--- src/fpadd_settings.svh ---
// Word, exponent and significand widths plus exponent limits of the adder
`ifndef FPADD_SETTINGS_SVH
`define FPADD_SETTINGS_SVH

// ==========================================================================
// IEEE-754 single precision layout
// ==========================================================================

// Full word width
`define FPADD_W 32

// Biased exponent width
`define FPADD_EW 8

// Stored fraction width
`define FPADD_SW 23

// ==========================================================================
// Working widths inside the datapath
// ==========================================================================

// Hidden bit, fraction and two low zero bits
`define FPADD_SWR 26

// Shift amount width, enough for 0..31
`define FPADD_EWR 5

// All-ones exponent, reserved for infinity
`define FPADD_EXP_MAX 255

`endif

--- src/source/fpadd_pkg.sv ---
// Shared datapath types and encodings of the single precision adder
`include "fpadd_settings.svh"

package fpadd_pkg;

  // ========================================================================
  // Datapath types
  // ========================================================================

  // Complete IEEE word
  typedef logic [`FPADD_W-1:0] fp_word_t;

  // Magnitude without the sign bit
  typedef logic [`FPADD_W-2:0] mag_t;

  // Biased exponent
  typedef logic [`FPADD_EW-1:0] exp_t;

  // Exponent after normalization, two extra bits for overflow and underflow
  typedef logic signed [`FPADD_EW+1:0] exp_ext_t;

  // Working significand, hidden bit on top
  typedef logic [`FPADD_SWR-1:0] sgf_t;

  // Shifter amount
  typedef logic [`FPADD_EWR-1:0] shamt_t;

  // ========================================================================
  // Encodings
  // ========================================================================

  // Sequencer states, one per datapath stage
  typedef enum logic [2:0] {
    ST_IDLE,
    ST_EXP,
    ST_ALIGN,
    ST_SGF,
    ST_NORM,
    ST_FRMT
  } stage_e;

  // Shared shifter operations
  typedef enum logic [1:0] {
    SHIFT_ALIGN_RIGHT,
    SHIFT_NORM_LEFT,
    SHIFT_NORM_RIGHT1
  } shift_op_e;

endpackage

--- src/source/fpadd_if.sv ---
// Operand bundle from the prep stage and the stage control bundle of the sequencer

// ==========================================================================
// Swapped operands and operation flags, stable from ST_EXP to the next load
// ==========================================================================
interface operand_if;
  import fpadd_pkg::*;

  // Exponent of the larger operand
  exp_t   dmp_exp;
  // Larger and smaller significands, hidden bit restored
  sgf_t   dmp_sgf;
  sgf_t   dmp_sgf_small;
  // Exponent difference, saturated
  shamt_t shift_amt;
  logic   eff_sub;
  logic   res_sign;
  // Exact cancellation
  logic   res_zero;

  modport prep (
    output dmp_exp, dmp_sgf, dmp_sgf_small, shift_amt, eff_sub, res_sign, res_zero
  );
  modport shifter (input dmp_sgf_small, shift_amt, eff_sub);
  modport adder (input dmp_sgf, eff_sub);
  modport formatter (input dmp_exp, res_sign, res_zero);
endinterface

// ==========================================================================
// Stage enables from the sequencer, carry status back from the shifter
// ==========================================================================
interface stage_ctl_if;
  import fpadd_pkg::*;

  logic      load_in;
  logic      load_exp;
  shift_op_e shift_op;
  // Used by both ST_ALIGN and ST_NORM
  logic      load_shift;
  logic      load_sum;
  logic      load_out;
  // Adder carry under effective addition
  logic      carry_seen;

  modport ctrl (
    output load_in, load_exp, shift_op, load_shift, load_sum, load_out,
    input  carry_seen
  );
  modport dp (
    input  load_in, load_exp, shift_op, load_shift, load_sum, load_out,
    output carry_seen
  );
endinterface

--- src/source/barrel_shifter.sv ---
// Shared logarithmic shifter with input selection, aligned and normalized registers
`include "fpadd_settings.svh"

module barrel_shifter (
  input  logic              clk_i,
  input  logic              rst_n_i,
  stage_ctl_if.dp           ctl,
  operand_if.shifter        ops,
  input  fpadd_pkg::sgf_t   sum_i,
  input  logic              sum_carry_i,
  input  fpadd_pkg::shamt_t lz_count_i,
  output fpadd_pkg::sgf_t   aligned_o,
  output fpadd_pkg::sgf_t   norm_sgf_o
);
  import fpadd_pkg::*;

  sgf_t   sh_in;
  shamt_t sh_amt;
  logic   sh_left;
  logic   sh_fill;
  sgf_t   sh_out;

  // Left shift runs through the right shifter between two reversals
  function automatic sgf_t bit_rev(input sgf_t d);
    sgf_t r;
    for (int i = 0; i < `FPADD_SWR; i++) begin
      r[i] = d[`FPADD_SWR-1-i];
    end
    return r;
  endfunction

  // Data, amount and fill per operation
  always_comb begin
    case (ctl.shift_op)
      SHIFT_NORM_LEFT: begin
        sh_in   = sum_i;
        sh_amt  = lz_count_i;
        sh_left = 1'b1;
        sh_fill = 1'b0;
      end
      SHIFT_NORM_RIGHT1: begin
        // Carry enters as the new hidden bit
        sh_in   = sum_i;
        sh_amt  = shamt_t'(1);
        sh_left = 1'b0;
        sh_fill = sum_carry_i;
      end
      default: begin
        sh_in   = ops.dmp_sgf_small;
        sh_amt  = ops.shift_amt;
        sh_left = 1'b0;
        sh_fill = 1'b0;
      end
    endcase
  end

  // Five levels, level i moves by 2**i, low bits are dropped
  always_comb begin : log_shift
    sgf_t stage;
    stage = sh_left ? bit_rev(sh_in) : sh_in;
    for (int i = 0; i < `FPADD_EWR; i++) begin
      if (sh_amt[i]) begin
        stage = (stage >> (1 << i)) |
                ({`FPADD_SWR{sh_fill}} & ~({`FPADD_SWR{1'b1}} >> (1 << i)));
      end
    end
    sh_out = sh_left ? bit_rev(stage) : stage;
  end

  // Alignment result in ST_ALIGN, normalized one in ST_NORM
  always_ff @(posedge clk_i) begin
    if (!rst_n_i) begin
      aligned_o  <= '0;
      norm_sgf_o <= '0;
    end else if (ctl.load_shift) begin
      if (ctl.shift_op == SHIFT_ALIGN_RIGHT) begin
        aligned_o <= sh_out;
      end else begin
        norm_sgf_o <= sh_out;
      end
    end
  end

  assign ctl.carry_seen = sum_carry_i & ~ops.eff_sub;

endmodule

--- src/source/fpadd_control.sv ---
// Stage sequencer FSM driving the stage enables and the start, busy and ready handshake
module fpadd_control (
  input  logic      clk_i,
  input  logic      rst_n_i,
  input  logic      beg_op_i,
  stage_ctl_if.ctrl ctl,
  output logic      busy_o,
  output logic      ready_o
);
  import fpadd_pkg::*;

  stage_e state_q;
  stage_e state_d;
  logic   ready_q;

  // ========================================================================
  // Next state
  // ========================================================================

  // Straight walk through the stages, only ST_IDLE waits
  always_comb begin
    case (state_q)
      ST_IDLE: begin
        state_d = beg_op_i ? ST_EXP : ST_IDLE;
      end
      ST_EXP: begin
        state_d = ST_ALIGN;
      end
      ST_ALIGN: begin
        state_d = ST_SGF;
      end
      ST_SGF: begin
        state_d = ST_NORM;
      end
      ST_NORM: begin
        state_d = ST_FRMT;
      end
      default: begin
        state_d = ST_IDLE;
      end
    endcase
  end

  // ========================================================================
  // State and ready registers
  // ========================================================================

  always_ff @(posedge clk_i) begin
    if (!rst_n_i) begin
      state_q <= ST_IDLE;
      ready_q <= 1'b0;
    end else begin
      state_q <= state_d;
      // One cycle pulse as the result registers load
      ready_q <= (state_q == ST_FRMT);
    end
  end

  // ========================================================================
  // Stage enables
  // ========================================================================

  // Start is only taken while idle, later pulses are dropped
  assign ctl.load_in    = (state_q == ST_IDLE) && beg_op_i;
  assign ctl.load_exp   = (state_q == ST_EXP);
  assign ctl.load_shift = (state_q == ST_ALIGN) || (state_q == ST_NORM);
  assign ctl.load_sum   = (state_q == ST_SGF);
  assign ctl.load_out   = (state_q == ST_FRMT);

  // Normalization direction follows the adder carry
  always_comb begin
    if (state_q == ST_NORM) begin
      ctl.shift_op = ctl.carry_seen ? SHIFT_NORM_RIGHT1 : SHIFT_NORM_LEFT;
    end else begin
      ctl.shift_op = SHIFT_ALIGN_RIGHT;
    end
  end

  assign busy_o  = (state_q != ST_IDLE);
  assign ready_o = ready_q;

endmodule

--- src/source/fpadd_top.sv ---
// Top level of the sequenced single precision adder with plain handshake ports
`include "fpadd_settings.svh"

module fpadd_top (
  input  logic                clk_i,
  input  logic                rst_n_i,
  input  logic                beg_op_i,
  input  logic [`FPADD_W-1:0] data_x_i,
  input  logic [`FPADD_W-1:0] data_y_i,
  input  logic                add_subt_i,
  output logic                busy_o,
  output logic                ready_o,
  output logic                overflow_flag_o,
  output logic                underflow_flag_o,
  output logic                zero_flag_o,
  output logic [`FPADD_W-1:0] result_o
);

  // Datapath links between stages
  logic [`FPADD_SWR-1:0] aligned;
  logic [`FPADD_SWR-1:0] sum;
  logic                  sum_carry;
  logic [`FPADD_SWR-1:0] norm_sgf;
  logic [`FPADD_EWR-1:0] lz_count;

  operand_if   ops ();
  stage_ctl_if ctl ();

  // Sequencer, one stage per cycle
  fpadd_control u_control (
    .clk_i    (clk_i),
    .rst_n_i  (rst_n_i),
    .beg_op_i (beg_op_i),
    .ctl      (ctl.ctrl),
    .busy_o   (busy_o),
    .ready_o  (ready_o)
  );

  operand_prep u_prep (
    .clk_i      (clk_i),
    .rst_n_i    (rst_n_i),
    .data_x_i   (data_x_i),
    .data_y_i   (data_y_i),
    .add_subt_i (add_subt_i),
    .ctl        (ctl.dp),
    .ops        (ops.prep)
  );

  // Shifter shared by alignment and normalization
  barrel_shifter u_shifter (
    .clk_i       (clk_i),
    .rst_n_i     (rst_n_i),
    .ctl         (ctl.dp),
    .ops         (ops.shifter),
    .sum_i       (sum),
    .sum_carry_i (sum_carry),
    .lz_count_i  (lz_count),
    .aligned_o   (aligned),
    .norm_sgf_o  (norm_sgf)
  );

  sgf_adder u_adder (
    .clk_i       (clk_i),
    .rst_n_i     (rst_n_i),
    .ctl         (ctl.dp),
    .ops         (ops.adder),
    .aligned_i   (aligned),
    .sum_o       (sum),
    .sum_carry_o (sum_carry)
  );

  result_formatter u_formatter (
    .clk_i            (clk_i),
    .rst_n_i          (rst_n_i),
    .ctl              (ctl.dp),
    .ops              (ops.formatter),
    .sum_i            (sum),
    .sum_carry_i      (sum_carry),
    .norm_sgf_i       (norm_sgf),
    .lz_count_o       (lz_count),
    .result_o         (result_o),
    .overflow_flag_o  (overflow_flag_o),
    .underflow_flag_o (underflow_flag_o),
    .zero_flag_o      (zero_flag_o)
  );

endmodule

--- src/source/operand_prep.sv ---
// Operand capture, magnitude compare and swap, effective operation and exponent difference
`include "fpadd_settings.svh"

module operand_prep (
  input  logic                clk_i,
  input  logic                rst_n_i,
  input  fpadd_pkg::fp_word_t data_x_i,
  input  fpadd_pkg::fp_word_t data_y_i,
  input  logic                add_subt_i,
  stage_ctl_if.dp             ctl,
  operand_if.prep             ops
);
  import fpadd_pkg::*;

  // Captured inputs
  fp_word_t x_q;
  fp_word_t y_q;
  logic     sub_q;

  mag_t mag_x;
  mag_t mag_y;
  mag_t dmp;
  mag_t dmp_small;
  logic gt_xy;
  logic eq_xy;
  logic eff_sub;
  logic res_sign;
  exp_t exp_diff;

  // ========================================================================
  // Input capture on start
  // ========================================================================

  always_ff @(posedge clk_i) begin
    if (ctl.load_in) begin
      x_q   <= data_x_i;
      y_q   <= data_y_i;
      sub_q <= add_subt_i;
    end
  end

  // ========================================================================
  // Compare and swap
  // ========================================================================

  assign mag_x = x_q[`FPADD_W-2:0];
  assign mag_y = y_q[`FPADD_W-2:0];
  assign gt_xy = (mag_x > mag_y);
  assign eq_xy = (mag_x == mag_y);

  // Larger magnitude goes to dmp, Y wins ties
  assign dmp       = gt_xy ? mag_x : mag_y;
  assign dmp_small = gt_xy ? mag_y : mag_x;

  // Differing signs flip the requested operation
  assign eff_sub = x_q[`FPADD_W-1] ^ y_q[`FPADD_W-1] ^ sub_q;

  // Exact cancellation is +0, else sign of the larger operand
  always_comb begin
    if (eff_sub && eq_xy) begin
      res_sign = 1'b0;
    end else if (gt_xy) begin
      res_sign = x_q[`FPADD_W-1];
    end else begin
      res_sign = y_q[`FPADD_W-1] ^ sub_q;
    end
  end

  // dmp exponent is never below the smaller one
  assign exp_diff = dmp[`FPADD_W-2:`FPADD_SW] - dmp_small[`FPADD_W-2:`FPADD_SW];

  // ========================================================================
  // Stage registers, held until the next operation
  // ========================================================================

  always_ff @(posedge clk_i) begin
    if (ctl.load_exp) begin
      ops.dmp_exp       <= dmp[`FPADD_W-2:`FPADD_SW];
      ops.dmp_sgf       <= {1'b1, dmp[`FPADD_SW-1:0], 2'b00};
      ops.dmp_sgf_small <= {1'b1, dmp_small[`FPADD_SW-1:0], 2'b00};
      // Beyond 31 everything shifts out anyway
      ops.shift_amt     <= (|exp_diff[`FPADD_EW-1:`FPADD_EWR]) ? '1
                                                                : exp_diff[`FPADD_EWR-1:0];
    end
  end

  always_ff @(posedge clk_i) begin
    if (!rst_n_i) begin
      ops.eff_sub  <= 1'b0;
      ops.res_sign <= 1'b0;
      ops.res_zero <= 1'b0;
    end else if (ctl.load_exp) begin
      ops.eff_sub  <= eff_sub;
      ops.res_sign <= res_sign;
      ops.res_zero <= eff_sub && eq_xy;
    end
  end

endmodule

--- src/source/result_formatter.sv ---
// Leading-zero count, exponent update, range checks and IEEE packing of the result
`include "fpadd_settings.svh"

module result_formatter (
  input  logic                 clk_i,
  input  logic                 rst_n_i,
  stage_ctl_if.dp              ctl,
  operand_if.formatter         ops,
  input  fpadd_pkg::sgf_t      sum_i,
  input  logic                 sum_carry_i,
  input  fpadd_pkg::sgf_t      norm_sgf_i,
  output fpadd_pkg::shamt_t    lz_count_o,
  output fpadd_pkg::fp_word_t  result_o,
  output logic                 overflow_flag_o,
  output logic                 underflow_flag_o,
  output logic                 zero_flag_o
);
  import fpadd_pkg::*;

  shamt_t   lz_cnt;
  logic     sum_zero;
  exp_ext_t exp_base;
  exp_ext_t exp_q;
  logic     is_ovf;
  logic     is_unf;

  // ========================================================================
  // Leading-zero count of the raw sum
  // ========================================================================

  always_comb begin : lzc
    logic found;
    lz_cnt = '0;
    found  = 1'b0;
    for (int i = `FPADD_SWR-1; i >= 0; i--) begin
      if (sum_i[i]) begin
        found = 1'b1;
      end else if (!found) begin
        lz_cnt = lz_cnt + shamt_t'(1);
      end
    end
  end

  assign lz_count_o = lz_cnt;

  // A carried sum is never zero even with all low bits clear
  assign sum_zero = ~sum_carry_i & ~|sum_i;

  // ========================================================================
  // Exponent update, loaded with the normalized significand
  // ========================================================================

  assign exp_base = {2'b00, ops.dmp_exp};

  always_ff @(posedge clk_i) begin
    if (ctl.load_shift && (ctl.shift_op != SHIFT_ALIGN_RIGHT)) begin
      if (sum_carry_i) begin
        exp_q <= exp_base + exp_ext_t'(1);
      end else begin
        exp_q <= exp_base - exp_ext_t'(lz_cnt);
      end
    end
  end

  // Signed compares against the reserved exponents
  assign is_ovf = (exp_q >= exp_ext_t'(`FPADD_EXP_MAX));
  assign is_unf = (exp_q <= exp_ext_t'(0));

  // ========================================================================
  // Output packing
  // ========================================================================

  always_ff @(posedge clk_i) begin
    if (!rst_n_i) begin
      result_o         <= '0;
      overflow_flag_o  <= 1'b0;
      underflow_flag_o <= 1'b0;
      zero_flag_o      <= 1'b0;
    end else if (ctl.load_out) begin
      overflow_flag_o  <= 1'b0;
      underflow_flag_o <= 1'b0;
      zero_flag_o      <= 1'b0;
      if (ops.res_zero || sum_zero) begin
        // Always +0
        result_o    <= '0;
        zero_flag_o <= 1'b1;
      end else if (is_ovf) begin
        // Signed infinity
        result_o        <= {ops.res_sign, exp_t'(`FPADD_EXP_MAX), {`FPADD_SW{1'b0}}};
        overflow_flag_o <= 1'b1;
      end else if (is_unf) begin
        // Flushed to signed zero
        result_o         <= {ops.res_sign, {(`FPADD_W-1){1'b0}}};
        underflow_flag_o <= 1'b1;
      end else begin
        // Hidden bit dropped, two low zero bits dropped
        result_o <= {ops.res_sign, exp_q[`FPADD_EW-1:0], norm_sgf_i[`FPADD_SWR-2:2]};
      end
    end
  end

endmodule

--- src/source/sgf_adder.sv ---
// Significand adder and subtractor with the sum and carry registers
`include "fpadd_settings.svh"

module sgf_adder (
  input  logic            clk_i,
  input  logic            rst_n_i,
  stage_ctl_if.dp         ctl,
  operand_if.adder        ops,
  input  fpadd_pkg::sgf_t aligned_i,
  output fpadd_pkg::sgf_t sum_o,
  output logic            sum_carry_o
);
  import fpadd_pkg::*;

  // Extra top bit for the carry
  logic [`FPADD_SWR:0] raw;

  // dmp is never below the aligned operand, so no borrow on subtract
  always_comb begin
    if (ops.eff_sub) begin
      raw = {1'b0, ops.dmp_sgf} - {1'b0, aligned_i};
    end else begin
      raw = {1'b0, ops.dmp_sgf} + {1'b0, aligned_i};
    end
  end

  always_ff @(posedge clk_i) begin
    if (ctl.load_sum) begin
      sum_o <= raw[`FPADD_SWR-1:0];
    end
  end

  // Carry kept for effective addition only
  always_ff @(posedge clk_i) begin
    if (!rst_n_i) begin
      sum_carry_o <= 1'b0;
    end else if (ctl.load_sum) begin
      sum_carry_o <= raw[`FPADD_SWR] & ~ops.eff_sub;
    end
  end

endmodule

--- config.mk ---
export PLATFORM = sky130hd
export DESIGN_NAME = fpadd_top
export DESIGN_NICKNAME = d
export VERILOG_FILES = /design/src/source/fpadd_pkg.sv /design/src/source/fpadd_if.sv /design/src/source/barrel_shifter.sv /design/src/source/fpadd_control.sv /design/src/source/fpadd_top.sv /design/src/source/operand_prep.sv /design/src/source/result_formatter.sv /design/src/source/sgf_adder.sv
export VERILOG_INCLUDE_DIRS = /design/src
export SDC_FILE = /design/constraint.sdc
export NUM_CORES = 1
export LEC_CHECK = 0
export BUFFER_PORTS_ARGS = -buffer_cell sky130_fd_sc_hd__buf_4
export CORE_MARGIN = 2
export CORE_UTILIZATION = 50
export CTS_BUF_LIST = sky130_fd_sc_hd__clkbuf_4
export CTS_CLUSTER_SIZE = 10
export DETAILED_ROUTE_END_ITERATION = 8
export PLACE_DENSITY = 0.7
export SLEW_MARGIN = 20
export SYNTH_ARGS = -nofsm -noshare
export SYNTH_HDL_FRONTEND = slang
export SYNTH_SLANG_ARGS = --single-unit
--- constraint.sdc ---
create_clock -name clk_i -period 13.5 [get_ports clk_i]
set_input_delay 0 -clock clk_i [delete_from_list [all_inputs] [get_ports clk_i]]
set_output_delay 0 -clock clk_i [all_outputs]
set_load 0.01 [all_outputs]
==> results.ini, run 1 <==
[run_status]
status=completed

[power]
powerDensity_mw_per_mm2=104
total_power_uw=2220
peakVddDrop_mv=0.0778
leakagePower_uw=0.00845

[routing]
dr.pass1.iters=5
wire_per_inst_um=19.4
via_per_inst=5.88
drc=0
ant_nets=0
vias=16500
drt-total-wl_mm=54.5
drt_iter0_markers=1487

[floorplanning]
die_w_um=191
start_util_pct=50.8
die_area_mm2=0.0366
placementRows=68
boundaryPins=105
die_h_um=191
core_mm2=0.0345

[cts]
path_clk_slew_ns=0.06
cts_buffer_depth=3
cts_root_buf=clkbuf_4
cts_buffers=68
cts_sinks=252
cts_tree=done
h-tree-depth=3
insertion_delay_ns=0.75

[critical_path]
timing.rr.end=u_shifter.norm_sgf_o[19]$_SDFFE_PN0P_
r2r-start=u_adder.sum_o[25]$_DFFE_PN_
critPathSlowestCell=edfxtp_1
reg2reg_slack_ns=0.65
startpoint_type=register
criticalPathCategory=register to register
cp_max_fo=21
slowest_delay_ns=0.50
cp_data_arrival_time_ns=13.49
critPathMostFrequentCell=ha_1
critPathCaptureType=register
required_ns=14.14
worstRegToRegCells=71

[final_layout]
fin_area_mm2=0.0214
drive_above_1_share_pct=15.5
final_cells=2813
fill_cells=2938
area_delta_synth_final_pct=21.9
nets=2486

[synth]
synth-edff-count=160
ys_seq_area_share_pct=37.9
synth-seq-cells=252
synthArstFlopShare_pct=0
netlist_area_mm2=0.0175
ys_top_cells_by_area=edfxtp_1 (27%), dfxtp_1 (10%), ha_1 (7.6%), nand2_1 (5.9%), a21oi_1 (4.4%)
ys.flop_type=edfxtp_1
synth_commonest_cells=nand2_1 (276), nor2_1 (193), edfxtp_1 (160)
avgSynthCellArea_um2=8.58
synth_nets=2223
yosysTopAreaCellShare_pct=27.4
yosysWarningCount=0
synth_cell_type_count=86
synth_cells=2046
synth.largest_area_cell=edfxtp_1
synthMostInstantiatedCell=nand2_1

[timing]
clock_skew_ns=0.0528
rsz0062_at_grt=yes
slew_headroom_pct=36.2
tightest_slew_ns=0.951
post-route-period-util_pct=95.2
setup_ws_ns=0.652
timing.fmax_ghz=0.0778
final_hold_viol_count=0
drv_slew=0
totalNegativeSetupSlack_ns=0
setup_viol=0
period_needed_ns=12.85

[job]
cap_violations=0

[grt]
overflow=0
antenna_found_initial=3
grt_pass1_vias=16000
grt_pass1_wl_mm=85.4
grt_max_degree=66
track_usage_pct=29.8

[placement]
pre_cts_ws_ns=0.107
dp_hpwl_mm=38.4
gp_congestion=0.939
place_inst=2543
numPortBuffers=104
dpl_cell_area_mm2=0.0189

[min_path]
hold_path_class=primary input to register
min_to=u_prep.ops.eff_sub$_SDFFE_PN0P_
min_from=rst_n_i
hold_depth=3

==> routing by layer <==
metal	vias to the layer above	GRT usage, %	wire length (um)
met4	0	11.2	1490
met2	631	50.5	26500
met1	7884	38.1	23100
met3	98	4.63	3440
li1	7919	-	-
met5	-	0	0
==> flip-flops by register name, summed over array words and instances, names as in the netlist, 3 cells and up <==
signal / flops
u_control.state_q: 3
u_prep.ops.dmp_sgf_small: 23
u_adder.sum_o: 26
u_shifter.norm_sgf_o: 23
u_prep.ops.dmp_exp: 8
u_formatter.exp_q: 10
u_shifter.aligned_o: 26
u_formatter.result_o: 32
u_prep.x_q: 32
u_prep.ops.dmp_sgf: 23
u_prep.ops.shift_amt: 5
u_prep.y_q: 32
==> repair_timing <==
action	in CTS	in global routing
endpoints found under the setup margin	0	58
resized for setup	0	57
buffers inserted	0	19
endpoints found under the hold margin	95	0
hold buffers	132	0
==> per-stage QoR <==
stage	utilization (%)	hold slack [ns]
after floorplan	-	0.0989
after global placement	54.6	0.178
after detailed placement	54.6	0.179
after CTS	61.0	0.144
after global routing	61.9	0.199
final	61.9	0.223
==> final cells by class <==
type	instances	area, um^2	area share (%)
multi-input combinational	1560	10200	47.7
sequential	252	6650	31.1
timing repair buffer	304	2640	12.3
clock buffer	96	721	3.37
tap	455	569	2.66
inverter	123	462	2.16
clock inverter	20	141	0.661
antenna	3	7.51	0.0351
==> power by group <==
group / switching [uW] / total [uW] / internal (uW)
clock network: 325 / 692 / 367
registers: 50.4 / 949 / 898
logic: 339 / 575 / 236
==> worst max-delay path, delay by kind of cell (launching register included) <==
| family | cells | cell delay (ns) |
|---|---|---|
| xor+xnor | 3 | 0.45 |
| compound gates | 27 | 4.38 |
| mux | 10 | 1.83 |
| buf+inv | 3 | 0.28 |
| fa+ha+maj | 12 | 3.18 |
| flops | 1 | 0.50 |
| simple gates | 16 | 2.16 |
==> logic make-up after synthesis <==
family,share of synthesized area (%)
multiplexers,4.58
adder cells (fa/ha/maj),7.97
buffers and inverters,5.21
AND/OR/NAND/NOR,18.7
AO/OA/AOI/OAI,20.6
XOR/XNOR,5.09
flip-flops,37.9
==> worst max path at each step <==
stage,startpoint,endpoint
finish,u_adder.sum_o[25]$_DFFE_PN_,u_shifter.norm_sgf_o[19]$_SDFFE_PN0P_
global route,u_adder.sum_o[25]$_DFFE_PN_,u_shifter.norm_sgf_o[19]$_SDFFE_PN0P_
CTS,u_adder.sum_o[24]$_DFFE_PN_,u_formatter.exp_q[7]$_DFFE_PP_
detailed placement,u_adder.sum_o[24]$_DFFE_PN_,u_formatter.exp_q[7]$_DFFE_PP_
global placement,u_adder.sum_o[24]$_DFFE_PN_,u_shifter.norm_sgf_o[24]$_SDFFE_PN0P_
floorplan,u_adder.sum_o[25]$_DFFE_PN_,u_shifter.norm_sgf_o[19]$_SDFFE_PN0P_
==> placed cells by master, fill, tap and decap left out, types with 12 or more instances in the layout <==
cell type,Yosys,routed
nand2b_1,19,18
nand2_1,276,275
o21ai_1,3,12
xnor2_1,67,66
mux2i_1,56,53
mux2_2,19,18
a31oi_1,26,25
a22oi_1,27,26
a21oi_1,153,148
inv_1,120,117
nand3b_1,15,15
clkbuf_4,0,96
a211oi_1,24,22
buf_4,0,169
dfxtp_1,92,92
or3_1,16,16
nor2b_1,31,27
o21bai_1,17,17
nand4_1,19,19
nor3_1,43,40
nand3_1,34,34
edfxtp_1,160,160
and3_1,15,15
xor2_1,15,15
nor4_1,15,14
ha_1,107,106
o21a_1,20,19
a21o_1,28,28
dlygate4sd3_1,0,132
nor2_1,193,191
o211ai_1,20,20
a221oi_1,12,12
o21ai_0,145,130
Power figures use the tool's default switching activity.
==> run 2, diff against run 1 <==
--- a/config.mk
+++ b/config.mk
@@ -7,13 +7,11 @@
 export NUM_CORES = 1
 export LEC_CHECK = 0
 export BUFFER_PORTS_ARGS = -buffer_cell sky130_fd_sc_hd__buf_4
-export CORE_MARGIN = 2
-export CORE_UTILIZATION = 50
 export CTS_BUF_LIST = sky130_fd_sc_hd__clkbuf_4
 export CTS_CLUSTER_SIZE = 10
 export DETAILED_ROUTE_END_ITERATION = 8
-export PLACE_DENSITY = 0.7
 export SLEW_MARGIN = 20
 export SYNTH_ARGS = -nofsm -noshare
 export SYNTH_HDL_FRONTEND = slang
+export SYNTH_HIERARCHICAL = 1
 export SYNTH_SLANG_ARGS = --single-unit
==> results.ini, run 2 <==
[run_status]
status=did not finish
haltStage=1_2_yosys
error=ERROR: Found 1 problems in 'check -assert'.

[synth]
ys_cells=2036
synth-edff-count=160
ys_top_cells_by_area=edfxtp_1 (25%), dfxtp_1 (10%), ha_1 (6.0%), a21oi_1 (3.9%), o21ai_0 (3.2%)
synth_cell_type_count=124
ys.flop_type=edfxtp_1
yosysWarningCount=0
synthMostInstantiatedCell=edfxtp_1
synthArstFlopShare_pct=0
ys_seq_area_share_pct=35.3
synth_commonest_cells=edfxtp_1 (160), a21oi_1 (149), nand2_1 (147)
synth.largest_area_cell=edfxtp_1
yosysTopAreaCellShare_pct=25.3
synth-seq-cells=255
ys_area_mm2=0.0190

==> run 2: logic make-up after synthesis <==
logic type,count (synthesis),synth area share [%]
and+or+nand+nor,656,18.7
AOI/OAI and AO/OA,587,20.8
DFF,255,35.3
buffers and inverters,212,4.98
muxes,120,8.30
xor gates and xnor gates,107,5.60
adders and majority gates,95,6.30
other,4,0.0790
